--- config.mk ---
export PLATFORM = sky130hd
export DESIGN_NAME = de10_lite_io
export DESIGN_NICKNAME = d
export VERILOG_FILES = /design/src/verilog/board_io_pkg.sv /design/src/verilog/input_sync_debounce.sv /design/src/verilog/io_register_bank.sv /design/src/verilog/seven_segment_digit.sv /design/src/verilog/hex_display_driver.sv /design/src/verilog/de10_lite_io.sv
export SDC_FILE = /design/constraint.sdc
export NUM_CORES = 1
export LEC_CHECK = 0
export ABC_CLOCK_PERIOD_IN_PS = 2300
export BUFFER_PORTS_ARGS = -buffer_cell sky130_fd_sc_hd__buf_2
export CAP_MARGIN = 20
export CELL_PAD_IN_SITES_DETAIL_PLACEMENT = 1
export CELL_PAD_IN_SITES_GLOBAL_PLACEMENT = 2
export CORE_ASPECT_RATIO = 1.25
export CORE_MARGIN = 2
export CORE_UTILIZATION = 34
export DETAILED_ROUTE_END_ITERATION = 10
export HOLD_SLACK_MARGIN = 0.12
export PLACE_DENSITY = 0.82
export SYNTH_ARGS = -nofsm -noshare
export SYNTH_HDL_FRONTEND = slang
export SYNTH_HIERARCHICAL = 1
export SYNTH_SLANG_ARGS = --single-unit
--- constraint.sdc ---
create_clock -name clk -period 2.3 [get_ports clk]
set_input_delay 0.23 -clock clk [delete_from_list [all_inputs] [get_ports clk]]
set_output_delay 0.23 -clock clk [all_outputs]
set_load 0.1 [all_outputs]
--- src/verilog/board_io_pkg.sv ---
package board_io_pkg;

    // board dimensions
    localparam int n_switches  = 10;
    localparam int n_buttons   = 2;
    localparam int n_red_leds  = 10;
    localparam int n_digits    = 6;
    localparam int hex_width   = 4 * n_digits;

    // bus widths, byte address covers eight word registers
    localparam int wb_adr_w    = 5;
    localparam int wb_data_w   = 32;

    // master to slave request
    typedef struct packed {
        logic                 cyc;
        logic                 stb;
        logic                 we;
        logic [wb_adr_w-1:0]  adr;
        logic [wb_data_w-1:0] dat;
    } wb_req_t;

    // slave to master response
    typedef struct packed {
        logic                 ack;
        logic [wb_data_w-1:0] dat;
    } wb_rsp_t;

    // debounced board inputs, all active high
    typedef struct packed {
        logic [n_switches-1:0] sw;
        logic [n_buttons-1:0]  btn;
    } board_in_t;

    // active-low segments, bit 0 is a and bit 6 is g
    typedef logic [6:0] seg_pattern_t;

    // register map, byte offsets
    localparam logic [wb_adr_w-1:0] reg_switches   = 5'h00;
    localparam logic [wb_adr_w-1:0] reg_buttons    = 5'h04;
    localparam logic [wb_adr_w-1:0] reg_red_leds   = 5'h08;
    localparam logic [wb_adr_w-1:0] reg_hex_value  = 5'h0C;
    localparam logic [wb_adr_w-1:0] reg_digit_mask = 5'h10;

    // values after reset
    localparam logic [n_red_leds-1:0] red_leds_reset   = '0;
    localparam logic [hex_width-1:0]  hex_value_reset  = '0;
    localparam logic [n_digits-1:0]   digit_mask_reset = '1;

endpackage

--- src/verilog/input_sync_debounce.sv ---
module input_sync_debounce
    import board_io_pkg::*;
#(
    parameter int DEBOUNCE_CYCLES = 500000
) (
    input  logic                  clk,
    input  logic                  rst_n,
    input  logic [n_switches-1:0] sw,
    input  logic [n_buttons-1:0]  key,
    output board_in_t             board_in
);

    localparam int CNT_W = $clog2(DEBOUNCE_CYCLES + 1);

    logic [n_switches-1:0] sw_meta;
    logic [n_switches-1:0] sw_sync;
    logic [n_buttons-1:0]  key_meta;
    logic [n_buttons-1:0]  key_sync;

    board_in_t  sync_vec;
    board_in_t  sync_last;
    board_in_t  accepted;
    logic [CNT_W-1:0] stable_cnt;

    // two-flop synchronizers, keys rest high when released
    always_ff @(posedge clk) begin
        if (!rst_n) begin
            sw_meta  <= '0;
            sw_sync  <= '0;
            key_meta <= '1;
            key_sync <= '1;
        end else begin
            sw_meta  <= sw;
            sw_sync  <= sw_meta;
            key_meta <= key;
            key_sync <= key_meta;
        end
    end

    // keys become active high here
    assign sync_vec = '{sw: sw_sync, btn: ~key_sync};

    // shared counter, restarts on any change or when back at the accepted value
    always_ff @(posedge clk) begin
        if (!rst_n) begin
            sync_last  <= '0;
            accepted   <= '0;
            stable_cnt <= '0;
        end else begin
            sync_last <= sync_vec;
            if (sync_vec == accepted || sync_vec != sync_last) begin
                stable_cnt <= '0;
            end else if (stable_cnt == CNT_W'(DEBOUNCE_CYCLES - 2)) begin
                // stable for DEBOUNCE_CYCLES cycles, take whole vector
                accepted   <= sync_vec;
                stable_cnt <= '0;
            end else begin
                stable_cnt <= stable_cnt + 1'b1;
            end
        end
    end

    assign board_in = accepted;

endmodule

--- src/verilog/io_register_bank.sv ---
module io_register_bank
    import board_io_pkg::*;
(
    input  logic                  clk,
    input  logic                  rst_n,
    input  wb_req_t               wb_req,
    output wb_rsp_t               wb_rsp,
    input  board_in_t             board_in,
    output logic [n_red_leds-1:0] red_leds,
    output logic [hex_width-1:0]  hex_value,
    output logic [n_digits-1:0]   digit_mask
);

    logic                 ack_q;
    logic [wb_data_w-1:0] rdata_q;
    logic [wb_data_w-1:0] rdata_mux;
    logic                 req_valid;
    logic [wb_adr_w-3:0]  word_adr;

    // new request only while ack is low, so one ack per request
    assign req_valid = wb_req.cyc && wb_req.stb && !ack_q;

    // byte lanes unused, decode on the word index
    assign word_adr = wb_req.adr[wb_adr_w-1:2];

    // read mux, unmapped words read as zero
    always_comb begin
        rdata_mux = '0;
        case (word_adr)
            reg_switches[wb_adr_w-1:2]: begin
                rdata_mux = wb_data_w'(board_in.sw);
            end
            reg_buttons[wb_adr_w-1:2]: begin
                rdata_mux = wb_data_w'(board_in.btn);
            end
            reg_red_leds[wb_adr_w-1:2]: begin
                rdata_mux = wb_data_w'(red_leds);
            end
            reg_hex_value[wb_adr_w-1:2]: begin
                rdata_mux = wb_data_w'(hex_value);
            end
            reg_digit_mask[wb_adr_w-1:2]: begin
                rdata_mux = wb_data_w'(digit_mask);
            end
            default: begin
                rdata_mux = '0;
            end
        endcase
    end

    // ack and writable registers
    always_ff @(posedge clk) begin
        if (!rst_n) begin
            ack_q      <= 1'b0;
            red_leds   <= red_leds_reset;
            hex_value  <= hex_value_reset;
            digit_mask <= digit_mask_reset;
        end else begin
            ack_q <= req_valid;
            if (req_valid && wb_req.we) begin
                case (word_adr)
                    reg_red_leds[wb_adr_w-1:2]: begin
                        red_leds <= wb_req.dat[n_red_leds-1:0];
                    end
                    reg_hex_value[wb_adr_w-1:2]: begin
                        hex_value <= wb_req.dat[hex_width-1:0];
                    end
                    reg_digit_mask[wb_adr_w-1:2]: begin
                        digit_mask <= wb_req.dat[n_digits-1:0];
                    end
                    default: begin
                        // read-only or unmapped, write dropped
                    end
                endcase
            end
        end
    end

    // read data captured alongside ack
    always_ff @(posedge clk) begin
        if (req_valid) begin
            rdata_q <= rdata_mux;
        end
    end

    assign wb_rsp = '{ack: ack_q, dat: rdata_q};

endmodule

--- src/verilog/seven_segment_digit.sv ---
module seven_segment_digit
    import board_io_pkg::*;
(
    input  logic [3:0]   nibble,
    input  logic         blank,
    output seg_pattern_t seg
);

    seg_pattern_t glyph;

    // patterns written as g..a, low means lit
    always_comb begin
        case (nibble)
            4'h0: glyph = 7'b1000000;
            4'h1: glyph = 7'b1111001;
            4'h2: glyph = 7'b0100100;
            4'h3: glyph = 7'b0110000;
            4'h4: glyph = 7'b0011001;
            4'h5: glyph = 7'b0010010;
            4'h6: glyph = 7'b0000010;
            4'h7: glyph = 7'b1111000;
            4'h8: glyph = 7'b0000000;
            4'h9: glyph = 7'b0010000;
            4'hA: glyph = 7'b0001000;
            4'hB: glyph = 7'b0000011;   // lowercase b
            4'hC: glyph = 7'b1000110;
            4'hD: glyph = 7'b0100001;   // lowercase d
            4'hE: glyph = 7'b0000110;
            4'hF: glyph = 7'b0001110;
            default: glyph = 7'b1111111;
        endcase
    end

    // all segments dark when blanked
    assign seg = blank ? 7'b1111111 : glyph;

endmodule

--- src/verilog/hex_display_driver.sv ---
module hex_display_driver
    import board_io_pkg::*;
(
    input  logic [hex_width-1:0] hex_value,
    input  logic [n_digits-1:0]  digit_mask,
    output logic [7:0]           hex0,
    output logic [7:0]           hex1,
    output logic [7:0]           hex2,
    output logic [7:0]           hex3,
    output logic [7:0]           hex4,
    output logic [7:0]           hex5
);

    seg_pattern_t seg [n_digits];

    // digit n shows nibble n, blanked when its mask bit is clear
    seven_segment_digit digit_0 (
        .nibble (hex_value[3:0]),   .blank (!digit_mask[0]), .seg (seg[0])
    );
    seven_segment_digit digit_1 (
        .nibble (hex_value[7:4]),   .blank (!digit_mask[1]), .seg (seg[1])
    );
    seven_segment_digit digit_2 (
        .nibble (hex_value[11:8]),  .blank (!digit_mask[2]), .seg (seg[2])
    );
    seven_segment_digit digit_3 (
        .nibble (hex_value[15:12]), .blank (!digit_mask[3]), .seg (seg[3])
    );
    seven_segment_digit digit_4 (
        .nibble (hex_value[19:16]), .blank (!digit_mask[4]), .seg (seg[4])
    );
    seven_segment_digit digit_5 (
        .nibble (hex_value[23:20]), .blank (!digit_mask[5]), .seg (seg[5])
    );

    // decimal points stay dark
    assign hex0 = {1'b1, seg[0]};
    assign hex1 = {1'b1, seg[1]};
    assign hex2 = {1'b1, seg[2]};
    assign hex3 = {1'b1, seg[3]};
    assign hex4 = {1'b1, seg[4]};
    assign hex5 = {1'b1, seg[5]};

endmodule

--- src/verilog/de10_lite_io.sv ---
module de10_lite_io
    import board_io_pkg::*;
#(
    parameter int DEBOUNCE_CYCLES = 500000
) (
    input  logic                  clk,
    input  logic                  rst_n,

    input  logic [n_switches-1:0] sw,
    input  logic [n_buttons-1:0]  key,

    input  wb_req_t               wb_req,
    output wb_rsp_t               wb_rsp,

    output logic [7:0]            hex0,
    output logic [7:0]            hex1,
    output logic [7:0]            hex2,
    output logic [7:0]            hex3,
    output logic [7:0]            hex4,
    output logic [7:0]            hex5,
    output logic [n_red_leds-1:0] ledr
);

    board_in_t              board_in;
    logic [hex_width-1:0]   hex_value;
    logic [n_digits-1:0]    digit_mask;

    // raw pins to clean active-high inputs
    input_sync_debounce #(
        .DEBOUNCE_CYCLES (DEBOUNCE_CYCLES)
    ) input_side (
        .clk      (clk),
        .rst_n    (rst_n),
        .sw       (sw),
        .key      (key),
        .board_in (board_in)
    );

    // bus-visible registers, leds straight to the pins
    io_register_bank reg_bank (
        .clk        (clk),
        .rst_n      (rst_n),
        .wb_req     (wb_req),
        .wb_rsp     (wb_rsp),
        .board_in   (board_in),
        .red_leds   (ledr),
        .hex_value  (hex_value),
        .digit_mask (digit_mask)
    );

    hex_display_driver output_side (
        .hex_value  (hex_value),
        .digit_mask (digit_mask),
        .hex0       (hex0),
        .hex1       (hex1),
        .hex2       (hex2),
        .hex3       (hex3),
        .hex4       (hex4),
        .hex5       (hex5)
    );

endmodule

==> flow_summary.ini, run 1 <==
[status]
run_status = complete, no violations

[finish]
drive_above_1_share_pct = 25.38
fin_nets = 1011
final_core_util_pct = 44.24
final_cell_area_um2 = 9465
areaGrowthSynthToFinish_pct = 28.77
num-fill-cells = 2467
final_cell_count_no_fill = 1205
n_antenna_cell = 0

[die]
design.core.area_um2 = 21400
placement_rows = 60
die_h_um = 168.4
design.die.area_um2 = 22820
boundaryPins = 145
fp.dieW_um = 135.5
floorplan.initialDensity_pct = 34.36

[synthesis]
count_of_distinct_cell_types_in_the_synthesized_netlist = 54
synth_seq_cells = 132
seq_area_frac_synth_pct = 39.22
yosysMostFrequentCell = dfxtp_1
synth_area_um2 = 7351
syn-instance-count = 756
syn_area_per_cell_um2 = 9.723
post_synthesis_async_set_or_reset_flop_share_pct = 0
postSynth.topFlopCell = dfxtp_1
netlist.top_cell.by_area = dfxtp_1
synth.top_cells.by_count = 108 x dfxtp_1, 98 x nand2_1, 79 x mux2i_1
post-synth-top-area-fraction_pct = 29.41
yosysWarningCount = 6
synth_area_leaders = dfxtp_1 29%, mux2i_1 11%, edfxtp_1 9.8%
edff_count_synth = 24

[worst_setup_path]
critPathRequiredTime_ns = 2.07
path_buf_inv = 2
cpPeakStageDelay_ns = 0.33
crit-reg2reg-launch = input_side/stable_cnt[13]
path_cells = buf_4, ha_1, mux2_1, a221o_1, clkbuf_4
timing_worst_setup_path_type = register to primary output
worstPathMaxFanout = 8
cp-startpoint = reg_bank/hex_value[16]
critical_path_arrival_ns = 2.01
critical_path.startpoint_type = register
path_delay_family = buffers and inverters
critical_path.slowest_cell = dfxtp_2
critPathCaptureType = primary output

[global_routing]
grt_start_max_net_pins = 118
grt_pass1_wl_um = 30740
grt_usage_pct = 17.13
grt-ovfl-total = 0
first_global_vias = 5909
antenna_found_initial = 0

[sta]
achievable-frequency_mhz = 445.9
hold_viol = 0
slew_at_the_pin_closest_to_its_max_slew_limit_ns = 0.5402
period_share_pct = 97.51
slew_viol_final = 0
timing.final.setup_violations = 0
final.min_clock_period_ns = 2.243
timing.slew.headroom_pct = 64.23
setup_total_negative_slack_ns = 0
fin_skew_ns = 0.007008
rsz_0062_raised_after_global_routing = true

[cts]
worst_setup_hold_path_clk_slew_ns = 0.06
cts-root-to-sink-buffers = 2
numCtsBuffers = 17
cts_root_buf = clkbuf_16
cts_max_level = 4
tritoncts = yes
cts_num_sinks = 132
worst_skew_pair_latency_ns = 0.42

[route]
final_wirelength_um = 19450
post-route-drc-count = 0
via_per_inst = 4.849
wl_per_cell_um = 16.14
drt_first_iter_violations = 239
route.antenna.remaining_nets = 0
drt_pre_antenna_iters = 7
num_vias = 5843

[placed_design]
place_hpwl_um = 13840
portBuffers = 120
placement.cell_area_um2 = 8393
globalplace.congestion = 0.7690
dp.cells = 1134

[hold_path]
timing.hold.worst.start = wb_req[37]
worst_hold_path_type = input pin to register

[flow_run]
maxCapViolations = 0

[power]
power_per_cell_area_nw_per_um2 = 598.2
total_power_w = 0.005662
p_leak_nw = 4.017
vdd_drop_max_mv = 0.4869
[cells by family (layout without fill, tap and decap cells)]
kind of cell | Yosys count | in the layout | share of synthesized area [%]
compound gates | 62 | 62 | 7.285
xor+xnor | 42 | 42 | 5.004
fa+ha+maj | 44 | 44 | 7.489
buf+inv | 90 | 248 | 7.319
flops | 132 | 132 | 39.22
mux | 93 | 93 | 12.90
other cells | 2 | 14 | 0.1022
simple gates | 291 | 291 | 20.68
[report_power, final]
part           switching [W]  total, W  internal, W
logic               0.000519  0.000717     0.000198
clock network        0.00111   0.00252      0.00141
registers          0.0000304   0.00243      0.00240
[placed cells by master, fill, tap and decap left out, types with 5 or more instances in the layout]
cell	n
clkbuf_16	17
buf_12	10
a221o_1	12
buf_2	97
edfxtp_1	24
and3_1	8
a32oi_4	5
buf_4	27
conb_1	14
a211o_1	6
nand4_1	5
dfxtp_1	97
o21ai_0	8
dlygate4sd3_1	37
and2_1	38
mux2_1	12
nand2_1	98
nor2_1	43
a311o_1	6
nor2b_1	23
inv_6	5
nand2b_1	14
a32oi_2	6
xor2_1	29
nand3_1	11
o221ai_2	6
ha_1	44
inv_2	8
xnor2_1	13
nor3_1	10
a2bb2oi_1	8
inv_1	28
mux2i_1	79
nor4_1	9
dfxtp_2	8
[metrics by stage]
stage          hold WS [ns]  setup WS [ns]
3_3_place_gp         0.3974         0.2806
6_report             0.3350        0.05724
3_5_place_dp         0.3972         0.2591
2_1_floorplan        0.3315       0.003186
4_1_cts              0.3072       0.002327
5_1_grt              0.3444       -0.03120
[path summary, 6_finish.rpt]
| path | end | slack (ns) | cells after the start |
|---|---|---|---|
| worst max-delay path | hex4[6] | 0.06 | 5 |
| worst max register to register | input_side/board_in[10] | 0.35 | 5 |
| worst min register to register | input_side/key_sync[1] | 0.41 | 1 |
| worst min-delay path | reg_bank/digit_mask[5] | 0.33 | 4 |
[tightest hold or removal path, cell delays in order]
cell	delay [ns]
buf_2	0.11
nand4b_1	0.16
nor3b_2	0.09
mux2i_1	0.11
[cell type report]
class                      count  area [um2]  area share [%]
clock buffer                  18       429.2           4.534
clock inverter                14       120.1           1.269
inverter                      36       135.1           1.428
multi-input combinational    546        4168           44.03
sequential                   132        2904           30.68
tap                          279       349.1           3.688
timing repair buffer         180        1360           14.37
[layer usage]
metal / up-vias / global-route usage [%] / share of wire, %
met1: 2814 / 20.94 / 44
met2: 139 / 29.68 / 50
li1: 2867 / - / -
met4: 0 / 6.341 / 1.9
met5: - / 0 / 0
met3: 23 / 3.342 / 4.1
[timing repair]
action	4_1_cts	5_1_grt
pin swaps	0	4
endpoints found under the hold margin	51	0
resized for setup	23	40
buffers inserted	0	2
hold buffers	37	0
setup endpoints to repair	20	16
[sequential cells by signal, indices dropped and copies added (netlist names)]
name	count
input_side/board_in	12
input_side/key_meta	2
input_side/key_sync	2
input_side/stable_cnt	19
input_side/sw_meta	10
input_side/sw_sync	10
input_side/sync_last	12
reg_bank/ack_q	1
reg_bank/digit_mask	6
reg_bank/hex_value	24
reg_bank/rdata_q	24
reg_bank/red_leds	10
Power figures use the tool's default switching activity.
==> run 2, diff against run 1 <==
RECOVER_POWER = 50   (was unset)
==> flow_summary.ini, run 2 (synthesis results as in run 1) <==
[global_routing]
grt_usage_pct = 17.13
first_global_vias = 5909
grt_pass1_wl_um = 30740
antenna_found_initial = 0
grt-ovfl-total = 0
grt_start_max_net_pins = 118

[route]
num_vias = 5841
route.antenna.remaining_nets = 0
drt_pre_antenna_iters = 5
via_per_inst = 4.847
drt_first_iter_violations = 244
final_wirelength_um = 19460
post-route-drc-count = 0
wl_per_cell_um = 16.15

[status]
run_status = complete, no violations

[worst_setup_path]
path_buf_inv = 2
critical_path.slowest_cell = dfxtp_2
critPathCaptureType = primary output
critPathRequiredTime_ns = 2.07
path_cells = buf_4, ha_1, mux2_1, a221o_1, clkbuf_4
cpPeakStageDelay_ns = 0.33
critical_path.startpoint_type = register
timing_worst_setup_path_type = register to primary output
path_delay_family = buffers and inverters
critical_path_arrival_ns = 2.01
worstPathMaxFanout = 8

[die]
placement_rows = 60
fp.dieW_um = 135.5
design.die.area_um2 = 22820
boundaryPins = 145
design.core.area_um2 = 21400
die_h_um = 168.4
floorplan.initialDensity_pct = 34.36

[hold_path]
worst_hold_path_type = input pin to register

[placed_design]
place_hpwl_um = 13840
portBuffers = 120
globalplace.congestion = 0.7690
placement.cell_area_um2 = 8393

[cts]
cts_num_sinks = 132
cts-root-to-sink-buffers = 2
cts_root_buf = clkbuf_16
cts_max_level = 4
tritoncts = yes
worst_setup_hold_path_clk_slew_ns = 0.06
worst_skew_pair_latency_ns = 0.42
numCtsBuffers = 17

[finish]
largestRegisters = reg_bank/hex_value x24, reg_bank/rdata_q x24, input_side/stable_cnt x19
final_common_cell = nand2_1
num-fill-cells = 2474
drive_above_1_share_pct = 24.19
fin_nets = 1011
layout.cells.most_common_list = 98 x nand2_1, 97 x dfxtp_1, 87 x buf_2, 79 x mux2i_1, 44 x ha_1
areaGrowthSynthToFinish_pct = 28.26
final_cell_area_um2 = 9428
n_antenna_cell = 0

[power]
vdd_drop_max_mv = 0.4864
power.switching_w = 0.001659
p_leak_nw = 3.972
power.switching_fraction_pct = 29.32
clock_power_share_pct = 44.5
comb_power_share_pct = 12.6
seq_power_share_pct = 42.9
power.internal_w = 0.004000
power_per_cell_area_nw_per_um2 = 600.3

[sta]
timing.final.setup_violations = 0
timing.slew.headroom_pct = 21.13
period_share_pct = 97.50
slew_viol_final = 0
rsz_0062_raised_after_global_routing = true
final.min_clock_period_ns = 2.242
fin_worst_hold_slack_ns = 0.3354
achievable-frequency_mhz = 445.9
slew_at_the_pin_closest_to_its_max_slew_limit_ns = 1.183
hold_viol = 0
setup_total_negative_slack_ns = 0
fin_skew_ns = 0.007040

[flow_run]
maxCapViolations = 0
run 2: cell count changes in the layout (fill, tap and decap cells not counted), moves of 2 or more:
cell | before | now
and2_0 | 0 | 9
and2_1 | 38 | 29
buf_2 | 97 | 87
buf_4 | 27 | 24
clkbuf_1 | 1 | 12
clkbuf_2 | 0 | 2
run 2: metal layers:
layer  global-route usage (%)  wire length [um]  vias up
met3                    3.342               742       23
met1                    20.94              8604     2815
met4                    6.341               367        0
met2                    29.68              9747      137
li1                         -                 -     2866
met5                        0                 0        -
run 2: final timing paths:
path	from	cells after the start	to	slack (ns)
hold / removal	wb_req[37]	4	reg_bank/digit_mask[5]	0.34
hold reg to reg	input_side/key_meta[1]	1	input_side/key_sync[1]	0.41
setup reg to reg	input_side/stable_cnt[13]	5	input_side/board_in[10]	0.35
setup / recovery	reg_bank/hex_value[16]	5	hex4[6]	0.06
run 2: repair_timing:
action,4_1_cts,5_1_grt
hold buffers,37,0
pin swaps,0,4
buffers inserted,0,2
endpoints found under the setup margin,20,16
resized for setup,23,40
hold endpoints to repair,51,0
run 2: worst reg2reg max path, stage by stage, from the launching register on:
cell,delay (ns)
dfxtp_1,0.41
nor4b_1,0.41
nand4_1,0.20
a311oi_2,0.33
buf_4,0.30
mux2i_1,0.22
run 2: cell type report:
type                       instances  area (um2)  area share, %
clock inverter                    14       120.1          1.274
inverter                          36       135.1          1.433
multi-input combinational        546        4164          44.17
sequential                       132        2904          30.80
timing repair buffer             180        1326          14.07
tap                              279       349.1          3.703
clock buffer                      18       429.2          4.552
run 2: power groups by stage:
stage | Clock [W] | Sequential, W | Combinational, W
2_1_floorplan | 0 | 0.00260 | 0.000421
3_3_place_gp | 0 | 0.00248 | 0.000660
3_5_place_dp | 0 | 0.00248 | 0.000663
4_1_cts | 0.00259 | 0.00243 | 0.000715
5_1_grt | 0.00270 | 0.00243 | 0.000752
6_report | 0.00252 | 0.00243 | 0.000711
run 2: metrics by stage:
stage | instances | utilization [%] | power (W) | worst slack, ns
6_report | 1205 | 44.06 | 0.005659 | 0.05755
5_1_grt | 1205 | 44.06 | 0.005884 | -0.03120
4_1_cts | 1203 | 43.74 | 0.005734 | 0.002327
3_5_place_dp | 1134 | 39.23 | 0.003146 | 0.2591
3_3_place_gp | 1134 | 39.23 | 0.003141 | 0.2806
2_1_floorplan | 768 | - | 0.003024 | 0.003186
